--- config.mk ---
export PLATFORM = sky130hd
export DESIGN_NAME = spi_cmd_top
export DESIGN_NICKNAME = d
export VERILOG_FILES = /design/src/verilog/spi_pkg.sv /design/src/verilog/cmd_pkg.sv /design/src/verilog/spi_peripheral.sv /design/src/verilog/cmd_decode.sv /design/src/verilog/cmd_execute.sv /design/src/verilog/cmd_result.sv /design/src/verilog/spi_cmd_top.sv
export VERILOG_INCLUDE_DIRS = /design/src /design/src/verilog
export SDC_FILE = /design/constraint.sdc
export NUM_CORES = 1
export LEC_CHECK = 0
export ABC_CLOCK_PERIOD_IN_PS = 2300
export BUFFER_PORTS_ARGS = -buffer_cell sky130_fd_sc_hd__buf_2
export CAP_MARGIN = 20
export CORE_MARGIN = 2
export CORE_UTILIZATION = 54
export DETAILED_ROUTE_END_ITERATION = 12
export PLACE_DENSITY = 0.75
export SYNTH_ARGS = -nofsm -noshare
export SYNTH_HDL_FRONTEND = slang
export SYNTH_SLANG_ARGS = --single-unit
--- constraint.sdc ---
create_clock -name clock -period 2.3 [get_ports clock]
set_input_delay 0.46 -clock clock [delete_from_list [all_inputs] [get_ports clock]]
set_output_delay 0.46 -clock clock [all_outputs]
set_load 0.02 [all_outputs]
--- src/verilog/cmd_defs.svh ---
/*
 * Sizes and fixed values of the SPI command front end.
 * Included by the command blocks, the SPI target and the testbench.
 */

`ifndef CMD_DEFS_SVH
`define CMD_DEFS_SVH

// Control registers, one byte each
`define CMD_REG_COUNT 4

// Downstream FIFO entries, also the starting credit count
`define CMD_FIFO_DEPTH 8

// Fixed answer to the chip-ID opcode
`define CMD_CHIP_ID 8'h81

// Flops on each SPI pin before edge detection
`define SPI_SYNC_STAGES 2

`endif

--- src/verilog/spi_pkg.sv ---
/*
 * Types for the SPI transport layer.
 * Imported by the SPI target and the testbench.
 */

package spi_pkg;

    // Byte phase inside one select-low frame
    typedef enum logic [1:0] {
        IDLE,    // Deselected
        OPCODE,  // First byte being shifted in
        OPERAND  // Every byte after the opcode
    } spi_phase_e;

endpackage

--- src/verilog/cmd_pkg.sv ---
/*
 * Command set of the front end.
 * Opcodes as sent by the host, and the operation the decoder
 * latches for the rest of the frame.
 */

package cmd_pkg;

    // Opcode byte, first byte of every frame
    typedef enum logic [7:0] {
        REG_WRITE   = 8'h10, // Address then data
        REG_READ    = 8'h11, // Address, data returned in next byte
        STATUS_READ = 8'h12, // Status in first operand byte
        FIFO_WRITE  = 8'h13, // Every operand goes to the FIFO
        CHIP_ID     = 8'hDB  // Fixed ID in first operand byte
    } cmd_opcode_e;

    // Decoded operation, held until select rises
    typedef enum logic [2:0] {
        NONE,
        WRITE_REG,
        READ_REG,
        READ_STATUS,
        PUSH_FIFO,
        READ_ID
    } cmd_op_e;

endpackage

--- src/verilog/spi_peripheral.sv ---
/*
 * SPI mode-0 target, pins oversampled by the system clock.
 * Frames the opcode and operand bytes of each select-low frame and
 * shifts a response byte back for every byte after the opcode.
 */

`timescale 1ns/1ps

`include "cmd_defs.svh"

module spi_peripheral
    import spi_pkg::*, cmd_pkg::*;
(
    input  logic        clock,
    input  logic        arst_n,
    input  logic        spi_select,
    input  logic        spi_sck,
    input  logic        spi_mosi,
    output logic        spi_miso,
    input  logic [7:0]  response,
    output cmd_opcode_e opcode,
    output logic        opcode_valid,
    output logic [7:0]  operand,
    output logic        operand_valid,
    output logic [7:0]  operand_count,
    output logic        frame_end
);

    localparam int SYNC = `SPI_SYNC_STAGES;

    logic [SYNC-1:0] select_sync;
    logic [SYNC-1:0] sck_sync;
    logic [SYNC-1:0] mosi_sync;
    logic            select_prev;
    logic            sck_prev;
    logic            select_now;
    logic            sck_rise;
    logic            sck_fall;
    logic            select_rise;
    spi_phase_e      phase;
    logic [2:0]      bit_count;
    logic [7:0]      operand_idx;
    logic [7:0]      rx_shift;
    logic [7:0]      rx_next;
    logic [7:0]      tx_shift;

    assign select_now  = select_sync[SYNC-1];
    assign sck_rise    = sck_sync[SYNC-1] & ~sck_prev;
    assign sck_fall    = ~sck_sync[SYNC-1] & sck_prev;
    assign select_rise = select_now & ~select_prev;
    assign rx_next     = {rx_shift[6:0], mosi_sync[SYNC-1]};
    assign spi_miso    = tx_shift[7]; // MSB first

    always_ff @(posedge clock or negedge arst_n) begin
        if (!arst_n) begin
            select_sync <= '1; // Idle high, no frame
            sck_sync    <= '0;
            mosi_sync   <= '0;
            select_prev <= 1'b1;
            sck_prev    <= 1'b0;
        end else begin
            select_sync <= {select_sync[SYNC-2:0], spi_select};
            sck_sync    <= {sck_sync[SYNC-2:0], spi_sck};
            mosi_sync   <= {mosi_sync[SYNC-2:0], spi_mosi};
            select_prev <= select_now;
            sck_prev    <= sck_sync[SYNC-1];
        end
    end

    // Byte framing and valid pulses
    always_ff @(posedge clock or negedge arst_n) begin
        if (!arst_n) begin
            phase         <= IDLE;
            bit_count     <= '0;
            operand_idx   <= '0;
            operand_count <= '0;
            opcode_valid  <= 1'b0;
            operand_valid <= 1'b0;
            frame_end     <= 1'b0;
        end else begin
            opcode_valid  <= 1'b0;
            operand_valid <= 1'b0;
            frame_end     <= select_rise;
            if (select_now) begin
                phase       <= IDLE;
                bit_count   <= '0;
                operand_idx <= '0;
            end else begin
                if (phase == IDLE)
                    phase <= OPCODE;
                if (sck_rise) begin
                    bit_count <= bit_count + 3'd1;
                    if (bit_count == 3'd7) begin
                        if (phase == OPERAND) begin
                            operand_valid <= 1'b1;
                            operand_count <= operand_idx;
                            operand_idx   <= operand_idx + 8'd1;
                        end else begin
                            opcode_valid <= 1'b1;
                            phase        <= OPERAND;
                        end
                    end
                end
            end
        end
    end

    always_ff @(posedge clock) begin
        if (sck_rise && !select_now) begin
            rx_shift <= rx_next;
            if (bit_count == 3'd7) begin
                opcode  <= cmd_opcode_e'(rx_next);
                operand <= rx_next;
            end
        end
    end

    // Response goes out on falling edges
    always_ff @(posedge clock or negedge arst_n) begin
        if (!arst_n) begin
            tx_shift <= '0;
        end else if (select_now) begin
            tx_shift <= '0;
        end else if (sck_fall) begin
            if (phase == OPERAND && bit_count == 3'd0)
                tx_shift <= response; // First fall of a new byte
            else
                tx_shift <= {tx_shift[6:0], 1'b0};
        end
    end

endmodule

--- src/verilog/cmd_decode.sv ---
/*
 * Command decoder.
 * Latches the operation of the frame, issues register writes and FIFO
 * pushes, and keeps the credits that guard the downstream FIFO.
 */

`timescale 1ns/1ps

`include "cmd_defs.svh"

module cmd_decode
    import cmd_pkg::*;
(
    input  logic        clock,
    input  logic        arst_n,
    input  cmd_opcode_e opcode,
    input  logic        opcode_valid,
    input  logic [7:0]  operand,
    input  logic        operand_valid,
    input  logic [7:0]  operand_count,
    input  logic        frame_end,
    input  logic        credit_return,
    output cmd_op_e     op,
    output logic        reg_write,
    output logic [1:0]  reg_addr,
    output logic [7:0]  reg_data,
    output logic        fifo_push,
    output logic [7:0]  fifo_wdata,
    output logic [3:0]  credits,
    output logic        overflow
);

    logic fifo_byte;
    logic push_accept;

    assign fifo_byte   = operand_valid && (op == PUSH_FIFO);
    assign push_accept = fifo_byte && (credits != 4'd0);

    always_ff @(posedge clock or negedge arst_n) begin
        if (!arst_n) begin
            op        <= NONE;
            reg_addr  <= '0;
            reg_write <= 1'b0;
            fifo_push <= 1'b0;
        end else begin
            reg_write <= 1'b0;
            fifo_push <= push_accept;
            if (frame_end) begin
                op <= NONE;
            end else if (opcode_valid) begin
                case (opcode)
                    REG_WRITE:   op <= WRITE_REG;
                    REG_READ:    op <= READ_REG;
                    STATUS_READ: op <= READ_STATUS;
                    FIFO_WRITE:  op <= PUSH_FIFO;
                    CHIP_ID:     op <= READ_ID;
                    default:     op <= NONE; // Unknown opcode
                endcase
            end
            if (operand_valid && (op == WRITE_REG || op == READ_REG) &&
                operand_count == 8'd0)
                reg_addr <= operand[1:0];
            if (operand_valid && op == WRITE_REG && operand_count == 8'd1)
                reg_write <= 1'b1;
        end
    end

    always_ff @(posedge clock) begin
        if (operand_valid)
            reg_data <= operand;
        if (push_accept)
            fifo_wdata <= operand;
    end

    // One credit per FIFO slot, spent at the push decision
    always_ff @(posedge clock or negedge arst_n) begin
        if (!arst_n) begin
            credits  <= 4'(`CMD_FIFO_DEPTH);
            overflow <= 1'b0;
        end else begin
            credits <= credits + {3'd0, credit_return} - {3'd0, push_accept};
            if (fifo_byte && credits == 4'd0)
                overflow <= 1'b1; // Host can't stall, byte lost
        end
    end

endmodule

--- src/verilog/cmd_execute.sv ---
/*
 * Control register bank and downstream byte FIFO.
 * Fullness is not checked here since the decoder only pushes with a
 * credit in hand; every pop hands one credit back.
 */

`timescale 1ns/1ps

`include "cmd_defs.svh"

module cmd_execute (
    input  logic        clock,
    input  logic        arst_n,
    input  logic        reg_write,
    input  logic [1:0]  reg_addr,
    input  logic [7:0]  reg_data,
    input  logic        fifo_push,
    input  logic [7:0]  fifo_wdata,
    input  logic        fifo_ready,
    output logic [31:0] control,
    output logic [7:0]  read_data,
    output logic [7:0]  fifo_data,
    output logic        fifo_valid,
    output logic        credit_return
);

    localparam int DEPTH = `CMD_FIFO_DEPTH;
    localparam int PTR_W = $clog2(DEPTH);

    logic [7:0]   regs [`CMD_REG_COUNT];
    logic [7:0]   mem  [DEPTH];
    logic [PTR_W:0] wr_ptr; // Extra bit tells full from empty
    logic [PTR_W:0] rd_ptr;
    logic         pop;

    always_ff @(posedge clock or negedge arst_n) begin
        if (!arst_n) begin
            for (int i = 0; i < `CMD_REG_COUNT; i++)
                regs[i] <= '0;
        end else if (reg_write) begin
            regs[reg_addr] <= reg_data;
        end
    end

    // Register n drives byte n
    for (genvar i = 0; i < `CMD_REG_COUNT; i++) begin : g_control
        assign control[8*i +: 8] = regs[i];
    end

    assign read_data = regs[reg_addr];

    assign fifo_valid = (wr_ptr != rd_ptr);
    assign fifo_data  = mem[rd_ptr[PTR_W-1:0]];
    assign pop        = fifo_valid && fifo_ready;

    always_ff @(posedge clock) begin
        if (fifo_push)
            mem[wr_ptr[PTR_W-1:0]] <= fifo_wdata;
    end

    always_ff @(posedge clock or negedge arst_n) begin
        if (!arst_n) begin
            wr_ptr        <= '0;
            rd_ptr        <= '0;
            credit_return <= 1'b0;
        end else begin
            if (fifo_push)
                wr_ptr <= wr_ptr + 1'b1;
            if (pop)
                rd_ptr <= rd_ptr + 1'b1;
            credit_return <= pop; // Cycle after the pop
        end
    end

endmodule

--- src/verilog/cmd_result.sv ---
/*
 * Response byte for the SPI target.
 * Picks register data, status, chip ID or zero by the decoded
 * operation and registers it.
 */

`timescale 1ns/1ps

`include "cmd_defs.svh"

module cmd_result
    import cmd_pkg::*;
(
    input  logic       clock,
    input  logic       arst_n,
    input  cmd_op_e    op,
    input  logic [7:0] read_data,
    input  logic [3:0] credits,
    input  logic       overflow,
    output logic [7:0] response
);

    logic [7:0] status;

    // Overflow on top, credits in the low nibble
    assign status = {overflow, 3'b000, credits};

    always_ff @(posedge clock or negedge arst_n) begin
        if (!arst_n) begin
            response <= '0;
        end else begin
            case (op)
                READ_REG:    response <= read_data;
                READ_STATUS: response <= status;
                READ_ID:     response <= `CMD_CHIP_ID;
                default:     response <= 8'h00; // Also unknown opcodes
            endcase
        end
    end

endmodule

--- src/verilog/spi_cmd_top.sv ---
/*
 * Top level of the SPI command front end.
 * SPI target feeding decode, execute and result on one system clock.
 */

`timescale 1ns/1ps

module spi_cmd_top
    import cmd_pkg::*;
(
    input  logic        clock,
    input  logic        arst_n,
    input  logic        spi_select,
    input  logic        spi_sck,
    input  logic        spi_mosi,
    output logic        spi_miso,
    output logic [31:0] control,
    output logic [7:0]  fifo_data,
    output logic        fifo_valid,
    input  logic        fifo_ready
);

    cmd_opcode_e opcode;
    logic        opcode_valid;
    logic [7:0]  operand;
    logic        operand_valid;
    logic [7:0]  operand_count;
    logic        frame_end;
    logic [7:0]  response;

    cmd_op_e     op;
    logic        reg_write;
    logic [1:0]  reg_addr;
    logic [7:0]  reg_data;
    logic        fifo_push;
    logic [7:0]  fifo_wdata;
    logic [3:0]  credits;
    logic        overflow;
    logic        credit_return;
    logic [7:0]  read_data;

    spi_peripheral u_spi (
        .clock         (clock),
        .arst_n        (arst_n),
        .spi_select    (spi_select),
        .spi_sck       (spi_sck),
        .spi_mosi      (spi_mosi),
        .spi_miso      (spi_miso),
        .response      (response),
        .opcode        (opcode),
        .opcode_valid  (opcode_valid),
        .operand       (operand),
        .operand_valid (operand_valid),
        .operand_count (operand_count),
        .frame_end     (frame_end)
    );

    cmd_decode u_decode (
        .clock         (clock),
        .arst_n        (arst_n),
        .opcode        (opcode),
        .opcode_valid  (opcode_valid),
        .operand       (operand),
        .operand_valid (operand_valid),
        .operand_count (operand_count),
        .frame_end     (frame_end),
        .credit_return (credit_return),
        .op            (op),
        .reg_write     (reg_write),
        .reg_addr      (reg_addr),
        .reg_data      (reg_data),
        .fifo_push     (fifo_push),
        .fifo_wdata    (fifo_wdata),
        .credits       (credits),
        .overflow      (overflow)
    );

    cmd_execute u_execute (
        .clock         (clock),
        .arst_n        (arst_n),
        .reg_write     (reg_write),
        .reg_addr      (reg_addr),
        .reg_data      (reg_data),
        .fifo_push     (fifo_push),
        .fifo_wdata    (fifo_wdata),
        .fifo_ready    (fifo_ready),
        .control       (control),
        .read_data     (read_data),
        .fifo_data     (fifo_data),
        .fifo_valid    (fifo_valid),
        .credit_return (credit_return)
    );

    cmd_result u_result (
        .clock     (clock),
        .arst_n    (arst_n),
        .op        (op),
        .read_data (read_data),
        .credits   (credits),
        .overflow  (overflow),
        .response  (response)
    );

endmodule

---- Yosys cells after proc, flatten, opt, wreduce, memory -nomap -nowiden ----
Memories as Yosys holds them, arrays and structs flattened.
Index checks and enable logic that the tools add are counted.
storage, ports and cells
  bits in registers ....................... 132
  bits in writable memories ............... 64
  input bits .............................. 6
  output and inout port bits .............. 42
  logic and storage cells ................. 123
  memories ................................ 1
operators by class
  $add $sub $neg .......................... 6
  order comparisons ....................... 2
  equal/unequal tests ..................... 14
  muxes and demuxes ....................... 35
  bitwise gates (word level) .............. 8
  reductions and logical operators ........ 26
memory list
  memory         words  bits a word  rd ports  clocked after Yosys merged registers in  wr ports  RTL line           text
  u_execute.mem  8      8            1         0                                        1         cmd_execute.sv:31  logic [7:0] mem [DEPTH];
operators by type and width
  operator             count
  $mux 8               10
  $bwmux 32            1
  $eq 8x5->1 const B   4
  $pmux 8 s3           1
  $bmux 8 s2           1
  $demux 8 s2          1
  $pmux 3 s5           1
  $mux 3               4
  $logic_and 1x1->1    11
  $mux 1               11
  $mux 2               5
  $reduce_bool 2->1    5
  $eq 3x3->1 const B   3
  $add 4x1->4 const B  2
  $add 8x1->8 const B  1
  $eq 8x1->1 const B   1
  $eq 8x8->1 const B   1
  $logic_not 8->1      1
  $eq 3x2->1 const B   2
  $add 4x1->4          1
  $logic_not 4->1      1
  $ne 4x4->1           1
  $not 1->1            4
  $reduce_and 4->1     1
  other kinds (15)     17

---- Longest topological paths before layout ----
Gate-level depths: netlist (run 1).
  depth in word-level cells ............... 6
  depth in mapped cells ................... 9
  depth with buffers taken out ............ 9

---- Cells and area by module ----
A second synthesis (run 1) with hierarchy kept.
second synthesis, totals
  cell total of the unflattened synthesis .. 470
  area, all modules ....................... 8046.5 um^2
by module, submodules not included
  module          instances  cells each  area an instance (um^2)  seq. area each (um^2)
  cmd_execute     1          215         4334.2                   2947.8
  spi_peripheral  1          156         2213.4                   1455.1
  cmd_decode      1          74          1152.4                   782.0
  cmd_result      1          25          346.6                    200.2

---- Worst setup path before layout (run 1) ----
Ideal clock, no wire load.
  kind .................................... reg-to-reg
  from .................................... register u_decode.credits[3]
  to ...................................... register u_decode.credits[2]
  library setup time ...................... 0.123 ns
  arrival time ............................ 2.317 ns
  required time ........................... 2.177 ns
  setup slack ............................. -0.140 ns
  cell stages (with the launch flop) ...... 10
  path buffers ............................ 0
  period minus slack after synthesis ...... 2.440 ns
  path through ............................ dfstp_2 -> inv_1 -> ha_1 -> a21oi_1 -> ha_1 -> inv_1 -> ha_1 -> inv_1 -> fa_1 -> xnor2_1
on the way
  cells in the longest elaborated chain, start to end .. 3
RTL lines
  item                            RTL line          text
  start, declared                 cmd_decode.sv:29  output logic [3:0] credits,
  start signal, assigned          cmd_decode.sv:78  credits <= 4'(`CMD_FIFO_DEPTH);
  start signal, assigned          cmd_decode.sv:81  credits <= credits + {3'd0, credit_return} - {3'd0, push_accept};
  $reduce_bool 4->1               cmd_decode.sv:37  assign push_accept = fifo_byte && (credits != 4'd0);
  $logic_and 1x1->1               cmd_decode.sv:37
  named net u_decode.push_accept  cmd_decode.sv:34  logic push_accept;
  $sub 4x1->4                     cmd_decode.sv:81
The timed path passes the listed nets, and every way through them passes these cells.
A chain may end at the register's enable or synchronous reset.

---- Final worst setup path (run 1) ----
  from .................................... register u_execute.rd_ptr[0]
  to ...................................... output port fifo_data[6]
on the way
  cells in the longest elaborated chain, start to end .. 1
RTL lines
  item                    RTL line           text
  start, declared         cmd_execute.sv:33  logic [PTR_W:0] rd_ptr;
  start signal, assigned  cmd_execute.sv:70  rd_ptr <= rd_ptr + 1'b1;
  $mem_v2 8x8             n/a
  end, declared           spi_cmd_top.sv:18  output logic [7:0] fifo_data,
No other way between the ends.

==> summary.md, run 1 <==
| Metric | Value |
|---|---|
| Status | `finished, violations left` |
| Failing checks | `negative setup slack` |
| Reg2reg start | `u_decode.credits[3]` |
| Synth Area per Inst | `16.6 um^2` |
| Headroom to the max-slew limit | `0.456` |
| Area of the die | `0.0154 mm^2` |
| Asr flop ratio synth | `0.515` |
| Initial Utilization | `0.558` |
| Clock Sinks | `196` |
| Crit Path Max Fanout | `5` |
| Ant. Diodes | `0` |
| CP Launch Type | `register` |
| # rows | `43` |
| Origin of the worst setup path | `u_execute.rd_ptr[0]` |
| Setup Skew | `0.00664 ns` |
| Skew-Pair Late Insertion Delay | `0.42 ns` |
| Fmax | `404 MHz` |
| Hold Vio Cnt, Final | `0` |
| Met1 GRT Util | `0.266` |
| RSZ-0062 raised after global routing | `yes` |
| Syn nets | `489` |
| Met3 Use GR | `0.0452` |
| Crit path kind | `register to primary output` |
| Gr busiest metal | `met2` |
| Period utilisation layout | `1.08` |
| Place WS | `0.198 ns` |
| Post-synth EDFFs | `95` |
| Die height | `124 um` |
| Initial antenna violation count | `0` |
| Setup total negative slack | `-1.21 ns` |
| First-pass GRT wire length | `23.3 mm` |
| Via count | `4162` |
| Seq cells post-synth | `196` |
| Drt total wl | `14.2 mm` |
| WP data required | `1.84 ns` |
| Die Width | `124 um` |
| Routed Antenna Nets | `0` |
| # H-tree levels | `4` |
| Worst Hold Class | `input pin to register` |
| TritonCTS clock tree | `built` |
| Slew Viols, Final | `0` |
| Synthesis Warnings | `0` |
| Max-cap violations | `0` |
| Met2 Use GR | `0.309` |
| WP data arrival | `2.01 ns` |
| Final Worst Setup Slack | `-0.173 ns` |
| Worst setup EP type | `primary output` |
| Drt drc | `0` |
| Pwr/cell area | `911 mW/mm^2` |
| Most common cell after layout, fill and taps aside | `dfrtp_1` |
| Clock Tree Root | `clkbuf_16` |
| Slew @ Worst Pin | `0.816 ns` |
| Worst vdd ir | `0.550 mV` |
| Vias in the first global route | `4409` |
| # port buffers | `47` |
| CTS clk-pin slew, worst paths | `0.07 ns` |
| PnR Total Power | `8.32 mW` |
| Initial drt markers | `263` |
| Gr ovfl total | `0` |
| Gpl congestion | `0.807` |
| Clock buffer depth | `2` |
| TritonCTS Buffers | `17` |
| IO Count | `48` |
| Layout Nets | `572` |
| DP HPWL | `9.32 mm` |
| Area grow syn2layout | `17.0%` |
| Post-Syn Area | `0.00780 mm^2` |
| Unique masters post-synth | `46` |
| Final setup fails | `8` |
| Synth Flop Type | `dfrtp_1` |
| Register area share after synthesis | `0.690` |
| Total core area | `0.0140 mm^2` |
| DR pass1 iterations | `4` |
| Layout cell share with drive strength beyond 1 | `0.319` |
| Worst hold path startpoint | `spi_select` |
| Commonest cells after routing, fill and taps aside | `dfrtp_1 (96), edfxtp_1 (95), buf_2 (39)` |
| Minimum clock period | `2.47 ns` |
| WL/cell | `19.0 um` |
| Post-synthesis cell count | `471` |
| Via-to-Cell Ratio | `5.57` |
| Hold WS | `0.131 ns` |
| Largest net degree at the start of global routing | `48` |
| Total Routing Usage GR | `0.196` |
| Leakage | `3.78 nW` |
[through the flow]
step,std cells,util,cell area [um^2]
after global placement,708,0.601,8400
after detailed placement,708,0.601,8400
final,747,0.653,9130
after CTS,745,0.645,9020
after floorplan,471,-,7810
after global routing,747,0.653,9130
[logic make-up after synthesis]
| family | after synthesis | share of synthesized area |
|---|---|---|
| compound gates | 24 | 0.0183 |
| xor+xnor | 22 | 0.0247 |
| fa+ha+maj | 12 | 0.0202 |
| buf+inv | 33 | 0.0194 |
| flops | 196 | 0.690 |
| mux | 89 | 0.162 |
| simple gates | 95 | 0.0657 |
[state kept, by name, summed over array words and instances (netlist names), 7 cells and up]
signal and flops:
u_execute.control 32, u_result.response 8, u_decode.reg_data 8, u_execute.mem 64, u_spi.operand_count 8, u_spi.tx_shift 8
u_spi.rx_shift 7, u_decode.fifo_wdata 8, u_spi.operand_idx 8, u_spi.opcode 8
[worst paths after layout]
| check | to | slack [ns] | cells after the start |
|---|---|---|---|
| worst min-delay path | u_spi.select_sync[0] | 0.13 | 1 |
| max in group asynchronous | u_decode.credits[3] | 1.09 | 3 |
| worst max register to register | u_decode.credits[2] | 0.11 | 9 |
| worst min register to register | u_spi.sck_sync[1] | 0.35 | 0 |
| min in group asynchronous | u_spi.phase[0] | 0.54 | 2 |
| worst max-delay path | fifo_data[6] | -0.17 | 5 |
[cells in the mapped netlist (6+ instances only)]
cell type / instances / share of area
nand2b_1: 6 / 0.0048
mux2i_1: 14 / 0.018
dfrtp_1: 97 / 0.31
ha_1: 11 / 0.018
nor3_1: 7 / 0.0045
buf_2: 7 / 0.0045
inv_1: 17 / 0.0082
xnor2_1: 18 / 0.020
nor2_1: 26 / 0.013
mux2_1: 15 / 0.022
nand2_1: 22 / 0.011
a21oi_1: 7 / 0.0045
o21ai_0: 12 / 0.0077
mux4_2: 24 / 0.069
edfxtp_1: 95 / 0.37
mux2_2: 34 / 0.049
[worst max-delay path, stage by stage (launching register included)]
cell,delay (ns)
dfrtp_1,0.38
buf_6,0.14
clkbuf_16,0.15
mux4_2,0.49
mux2_4,0.29
buf_6,0.13
[layout make-up]
type,count,area [um^2]
clock buffers,20,447
clock inverters,12,108
fillers,991,4860
inverters,17,63.8
multi-input cells,242,2310
flip-flops and latches,196,5390
well taps,180,225
repair buffers,80,587
[metal layers]
layer	wire length (um)	part of all wire
met5	0	0
met4	257	0.018
met3	649	0.046
met2	7050	0.50
met1	6260	0.44
[power by group]
group          switching [mW]  total [mW]  internal [mW]
registers               0.129        3.89           3.76
clock network            1.21        2.73           1.52
logic                   0.740        1.69          0.952
[repair_timing]
action | CTS | global route
gates resized for setup | 1 | 27
endpoints found under the setup margin | 8 | 9
buffers inserted | 3 | 2
hold buffers | 1 | 0
hold endpoints to repair | 3 | 0
gates cloned | 1 | 1
Note: power is estimated with default switching activity, not from simulation.
==> run 2, diff against run 1 <==
ABC_AREA = 1   (was default)
==> run 2 against run 1 <==
  * The flow now finishes without violations
  * Non-clock buffer count down 11
  * Critical path depth up 2
  * Sequential power down 5.4%
  * Clock skew up 0.0054 ns
  * Maximum frequency up 13%
  * Clock-buffer cell count unchanged
  * Cell area up 0.89%
  * Sequential share of layout area down 0.52 points
  * Largest power group unchanged
  * Highest routed layer unchanged
==> summary.md, run 2 <==
| Metric | Value |
|---|---|
| Drt total wl | `16.7 mm (+17%)` |
| Routed Antenna Nets | `0 (unchanged)` |
| Worst Hold Class | `input pin to asynchronous set/reset pin` |
| # H-tree levels | `4 (unchanged)` |
| Worst vdd ir | `0.568 mV (+3.3%)` |
| Comb pwr share | `0.011 (-0.193)` |
| Syn nets | `771 (+58%)` |
| Vias in the first global route | `5585 (+27%)` |
| Synth Flop Type | `dfrtp_1` |
| CP Launch Type | `register` |
| Headroom to the max-slew limit | `0.509 (+0.0528)` |
| Area grow syn2layout | `14.8%` |
| Flop2flop setup slack | `0.15 ns (+0.04 ns)` |
| RSZ-0062 raised after global routing | `yes` |
| Gr ovfl total | `0 (unchanged)` |
| Crit Path Max Fanout | `15 (+10)` |
| Sw frac | `0.204 (-0.0461)` |
| Layout Nets | `841 (+47%)` |
| Post-synth EDFFs | `95 (unchanged)` |
| Commonest cells after routing, fill and taps aside | `nand2_1 (197), dfrtp_1 (96), edfxtp_1 (95)` |
| First-pass GRT wire length | `27.5 mm (+18%)` |
| DP HPWL | `11.1 mm (+20%)` |
| CTS clk-pin slew, worst paths | `0.07 ns (about the same)` |
| Post-CTS Setup Bufs | `0 (-3)` |
| Synthesis Warnings | `0 (unchanged)` |
| TritonCTS Buffers | `17 (unchanged)` |
| Pwr/cell area | `717 mW/mm^2 (-21%)` |
| Slew Viols, Final | `0 (unchanged)` |
| Post-Syn Area | `0.00803 mm^2 (+2.8%)` |
| Internal Power | `5.26 mW (-16%)` |
| Number of fill cells | `1145 (+16%)` |
| Via-to-Cell Ratio | `5.41 (-2.9%)` |
| Minimum clock period | `2.20 ns (-0.275 ns)` |
| Seq cells post-synth | `196 (unchanged)` |
| # rows | `44 (+2.3%)` |
| Max-cap violations | `0 (unchanged)` |
| Area of the die | `0.0159 mm^2 (+2.7%)` |
| Placed Instances | `986 (+39%)` |
| Crit path kind | `register to primary output` |
| Asr flop ratio synth | `0.515 (unchanged)` |
| Slew @ Worst Pin | `0.734 ns (-0.0820 ns)` |
| Hold WS | `0.00475 ns (-0.127 ns)` |
| Synth top area share | `0.355 (-0.0101)` |
| Initial drt markers | `542 (+110%)` |
| Register share of total power | `0.557 (+0.089)` |
| Most common cell in the netlist | `nand2_1` |
| Fmax | `455 MHz (+13%)` |
| Largest net degree at the start of global routing | `43 (-10%)` |
| Post-synth top cells | `nand2_1 (197), dfrtp_1 (97), edfxtp_1 (95), nor2_1 (88), o21ai_0 (87)` |
| WP data required | `1.84 ns (about the same)` |
| Status | `complete, no violations` |
| Die height | `126 um (+1.4%)` |
| Top cells by area, synth | `edfxtp_1 (36%), dfrtp_1 (30%), nand2_1 (9.2%), o21ai_0 (5.4%), nor2_1 (4.1%)` |
| Top cell type by total area after synthesis | `edfxtp_1` |
| Post-Layout Cell Count | `1020 (+37%)` |
| Post-synthesis cell count | `753 (+60%)` |
| Die Width | `126 um (+1.4%)` |
| Total core area | `0.0145 mm^2 (+3.9%)` |
| Hold Vio Cnt, Final | `0 (unchanged)` |
| Leakage | `4.15 nW (+9.6%)` |
| Switching power | `1.35 mW (-35%)` |
| Skew-Pair Late Insertion Delay | `0.43 ns (about the same)` |
| Register area share after synthesis | `0.671 (-0.0190)` |
| Setup total negative slack | `0 ns (+1.21 ns)` |
| Gpl congestion | `0.847 (+5.0%)` |
| Initial Utilization | `0.552 (-0.00571)` |
| Total Routing Usage GR | `0.221 (+0.0252)` |
| Unique masters post-synth | `33 (-28%)` |
| Via count | `5518 (+33%)` |
| Clock Sinks | `196 (unchanged)` |
| Clk network pwr share | `0.432 (+0.104)` |
| Ant. Diodes | `0 (unchanged)` |
| # port buffers | `47 (unchanged)` |
| Most common cell after layout, fill and taps aside | `nand2_1` |
| DR pass1 iterations | `5 (+1)` |
| Period utilisation layout | `0.956 (-0.120)` |
| TritonCTS clock tree | `built` |
| WP data arrival | `1.74 ns (-0.27 ns)` |
| Drt drc | `0 (unchanged)` |
| IO Count | `48 (unchanged)` |
| Layout cell share with drive strength beyond 1 | `0.167 (-0.152)` |
| Synth Area per Inst | `10.7 um^2 (-36%)` |
| Clock Tree Root | `clkbuf_16` |
| Worst setup EP type | `primary output` |
| Clock buffer depth | `2 (unchanged)` |
| WL/cell | `16.4 um (-14%)` |
| Final setup fails | `0 (-8)` |
| Setup Skew | `0.0120 ns (+0.00537 ns)` |
| Initial antenna violation count | `0 (unchanged)` |
| Max FFs per register | `64 (unchanged)` |
[run 2: cell types whose count changed after synthesis, moves of 12 or more]
cell / change
nor2_1: +62
nand2_1: +175
mux2_1: -15
mux2i_1: -14
o21ai_1: +12
mux2_2: -34
inv_1: +41
nand4_1: +12
o21ai_0: +75
nand3_1: +15
mux4_2: -24
o21ai_2: +16
xnor2_1: -16
[run 2: path summary, 6_finish.rpt]
kind	depth (start not counted)	start	end
min	1	arst_n	u_spi.tx_shift[2]
max reg2reg	11	u_decode.credits[3]	u_decode.credits[1]
min reg2reg	0	u_spi.sck_sync[0]	u_spi.sck_sync[1]
max in group asynchronous	2	arst_n	u_spi.select_sync[0]
min in group clock	1	spi_select	u_spi.select_sync[0]
max	7	u_execute.rd_ptr[0]	fifo_data[0]
[run 2: layer usage]
metal / global-route usage / share of wire / up-vias / wire length [um]
met5: 0 / 0 / - / 0
met4: 0.0718 / 0.016 / 0 / 275
met3: 0.0446 / 0.037 / 22 / 617
met2: 0.378 / 0.52 / 131 / 8600
met1: 0.286 / 0.43 / 2726 / 7190
li1: - / - / 2639 / -
[run 2: cells by family (layout without fill, tap and decap cells)]
logic type,count (synthesis),in the layout,synth area share
and+or+nand+nor,338,338,0.176
DFF,196,196,0.671
AOI/OAI and AO/OA,120,120,0.0829
buffers and inverters,80,163,0.0429
adders and majority gates,12,12,0.0196
xor gates and xnor gates,7,7,0.00764
[run 2: power groups by stage]
stage | Sequential, mW | Clock (mW) | Combinational [mW]
floorplan | 3.75 | 0 | 0.0221
global placement | 3.75 | 0 | 0.0735
detailed placement | 3.75 | 0 | 0.0775
CTS | 3.68 | 2.91 | 0.0783
global route | 3.68 | 3.06 | 0.0885
finish | 3.68 | 2.85 | 0.0750
[run 2: final cells by class]
type | instances | area, um^2 | share of cell area
timing repair buffer | 69 | 479 | 0.0520
tap | 184 | 230 | 0.0250
clock buffer | 20 | 457 | 0.0496
clock inverter | 12 | 121 | 0.0132
multi-input combinational | 477 | 2300 | 0.250
sequential | 196 | 5390 | 0.585
inverter | 62 | 235 | 0.0255
[run 2: metrics by stage]
step	setup slack (ns)	area, um^2	power [mW]	utilization
floorplan	0.0262	8030	3.77	-
detailed placement	0.135	8560	3.83	0.589
finish	0.102	9210	6.60	0.634
global route	-0.0267	9210	6.82	0.634
global placement	0.251	8560	3.82	0.589
CTS	0.0507	9140	6.66	0.629
[run 2: repair_timing]
item	CTS	global route
gates resized for setup	0	12
setup endpoints to repair	0	10
hold buffers	0	0
[run 2: critical path: stages, from the launching register on]
cell and delay [ns]:
dfrtp_2 0.47, inv_4 0.14, buf_12 0.15, nor2_1 0.04, o21ai_0 0.16, nand2_1 0.08, nand2_1 0.09, buf_2 0.16
==> run 3, diff against run 2 <==
BUFFER_PORTS_ARGS = -buffer_cell sky130_fd_sc_hd__buf_4   (was -buffer_cell sky130_fd_sc_hd__buf_2)
CORE_UTILIZATION = 49   (was 54)
PLACE_DENSITY = 0.69   (was 0.75)
==> run 3 against run 2 <==
  * Flip-flop and latch count stayed put
  * Non-clock buffer count is 2 lower
  * Worst setup slack better by 0.032 ns
  * Critical path depth is 4 higher
  * First-iteration DRC count is 28% lower
  * Combinational power is 4.1% lower
  * Critical path type is now register to register
  * Clock power is 5% higher
  * Via count is 1.8% lower
  * Worst hold slack worse by 0.00052 ns
==> summary.md, run 3 (synthesis gave the netlist of run 2 again) <==
| Metric | Value |
|---|---|
| # H-tree levels | `4 (unchanged)` |
| CP Launch Type | `register` |
| First-pass GRT wire length | `27.0 mm (-1.6%)` |
| Largest net degree at the start of global routing | `62 (+44%)` |
| Met1 GRT Util | `0.254 (-0.0320)` |
| Routed Antenna Nets | `0 (unchanged)` |
| Gr ovfl total | `0 (unchanged)` |
| Reg2reg start | `u_decode.credits[3]` |
| Crit Path Max Fanout | `2 (-13)` |
| CTS clk-pin slew, worst paths | `0.07 ns (about the same)` |
| RSZ-0062 raised after global routing | `yes` |
| Skew-Pair Late Insertion Delay | `0.43 ns (about the same)` |
| Final Worst Setup Slack | `0.134 ns (+0.0322 ns)` |
| Met3 Use GR | `0.0365 (-0.00808)` |
| Setup Skew | `0.0109 ns (-0.00111 ns)` |
| # rows | `46 (+4.5%)` |
| Drt total wl | `16.2 mm (-2.9%)` |
| Fmax | `462 MHz (+1.5%)` |
| IO Count | `48 (unchanged)` |
| Vias in the first global route | `5447 (-2.5%)` |
| Clock buffer depth | `2 (unchanged)` |
| Worst Hold Class | `input pin to asynchronous set/reset pin` |
| Post-Layout Cell Count | `1050 (+2.9%)` |
| Worst setup EP type | `register` |
| Gpl congestion | `0.767 (-9.4%)` |
| Placed Instances | `1018 (+3.2%)` |
| Slew Viols, Final | `0 (unchanged)` |
| Ant. Diodes | `0 (unchanged)` |
| DR pass1 iterations | `5 (unchanged)` |
| Worst vdd ir | `0.547 mV (-3.8%)` |
| Drt drc | `0 (unchanged)` |
| Slew @ Worst Pin | `0.744 ns (+0.00931 ns)` |
| Hold Buf Count CTS | `0 (unchanged)` |
| Post_cts resized | `0 (unchanged)` |
| DP HPWL | `11.0 mm (-1.7%)` |
| TritonCTS clock tree | `built` |
| Origin of the worst setup path | `u_decode.credits[3]` |
| Via count | `5419 (-1.8%)` |
| # port buffers | `47 (unchanged)` |
| Total Routing Usage GR | `0.197 (-0.0244)` |
| Most common cell after layout, fill and taps aside | `nand2_1` |
| Clock Sinks | `196 (unchanged)` |
| Commonest cells after routing, fill and taps aside | `nand2_1 (197), dfrtp_1 (97), edfxtp_1 (95)` |
| Leakage | `4.13 nW (-0.45%)` |
| Pwr/cell area | `723 mW/mm^2 (+0.88%)` |
| Die height | `132 um (+4.8%)` |
| Minimum clock period | `2.17 ns (-0.0322 ns)` |
| Max FFs per register | `64 (unchanged)` |
| Total core area | `0.0159 mm^2 (+9.7%)` |
| PnR Total Power | `6.74 mW (+2.1%)` |
| Met2 Use GR | `0.337 (-0.0408)` |
| TritonCTS Buffers | `17 (unchanged)` |
| WP data required | `2.61 ns (+0.77 ns)` |
| Post-CTS Setup Bufs | `0 (unchanged)` |
| Max-cap violations | `0 (unchanged)` |
| Hold WS | `0.00423 ns (-0.000516 ns)` |
| Hold Vio Cnt, Final | `0 (unchanged)` |
| Crit path kind | `register to register` |
| WL/cell | `15.4 um (-5.7%)` |
| Die Width | `132 um (+4.8%)` |
| Gr busiest metal | `met2` |
| Area of the die | `0.0174 mm^2 (+9.9%)` |
| Clock Tree Root | `clkbuf_16` |
| Area grow syn2layout | `16.1%` |
| Place WS | `0.157 ns (+0.0223 ns)` |
| WP data arrival | `2.48 ns (+0.74 ns)` |
| Status | `complete, no violations` |
| Initial drt markers | `390 (-28%)` |
| Layout Nets | `839 (-0.24%)` |
| Final setup fails | `0 (unchanged)` |
| Layout cell share with drive strength beyond 1 | `0.159 (-0.00799)` |
| Via-to-Cell Ratio | `5.16 (-4.6%)` |
| Headroom to the max-slew limit | `0.502 (-0.00623)` |
| Initial antenna violation count | `0 (unchanged)` |
| Initial Utilization | `0.503 (-0.0488)` |
| Period utilisation layout | `0.942 (-0.0140)` |
run 3: final timing paths:
kind	cells past startpoint	slack, ns	endpoint
worst min-delay path	1	0.004	u_spi.operand_idx[1]
min in group clock	1	0.13	u_spi.select_sync[0]
max in group asynchronous	2	1.60	u_execute.credit_return
worst max-delay path	11	0.13	u_decode.credits[2]
worst min register to register	0	0.35	u_spi.sck_sync[1]
worst max register to register	11	0.13	u_decode.credits[2]
run 3: power breakdown:
part / total, mW / switching (mW) / internal (mW)
Clock: 2.99 / 1.24 / 1.75
Sequential: 3.68 / 0.00812 / 3.67
Combinational: 0.0719 / 0.0562 / 0.0157
run 3: routing by layer:
layer / up-vias / wire [um]
li1: 2632 / -
met1: 2664 / 7170
met2: 104 / 8310
met3: 19 / 521
met4: 0 / 197
met5: - / 0
run 3: critical path: stages (launching register included):
cell and delay [ns]:
dfstp_2 0.53, inv_1 0.04, ha_1 0.18, nand2_1 0.09, nor2_1 0.05, nor2_2 0.14, ha_1 0.24, inv_1 0.06
ha_1 0.15, inv_1 0.05, fa_1 0.38, xnor2_1 0.14
run 3: through the flow:
stage | setup TNS, ns | utilization | instance area [um^2]
6_report | 0 | 0.585 | 9320
5_1_grt | -0.0212 | 0.585 | 9320
4_1_cts | 0 | 0.584 | 9300
3_5_place_dp | 0 | 0.546 | 8700
3_3_place_gp | 0 | 0.546 | 8700
2_1_floorplan | 0 | - | 8030
run 3: layout make-up:
class | instances | area (um^2)
multi-input cells | 477 | 2300
inverters | 62 | 233
repair buffers | 67 | 531
clock buffers | 21 | 450
fillers | 1319 | 6620
flip-flops and latches | 196 | 5390
clock inverters | 11 | 150
well taps | 216 | 270
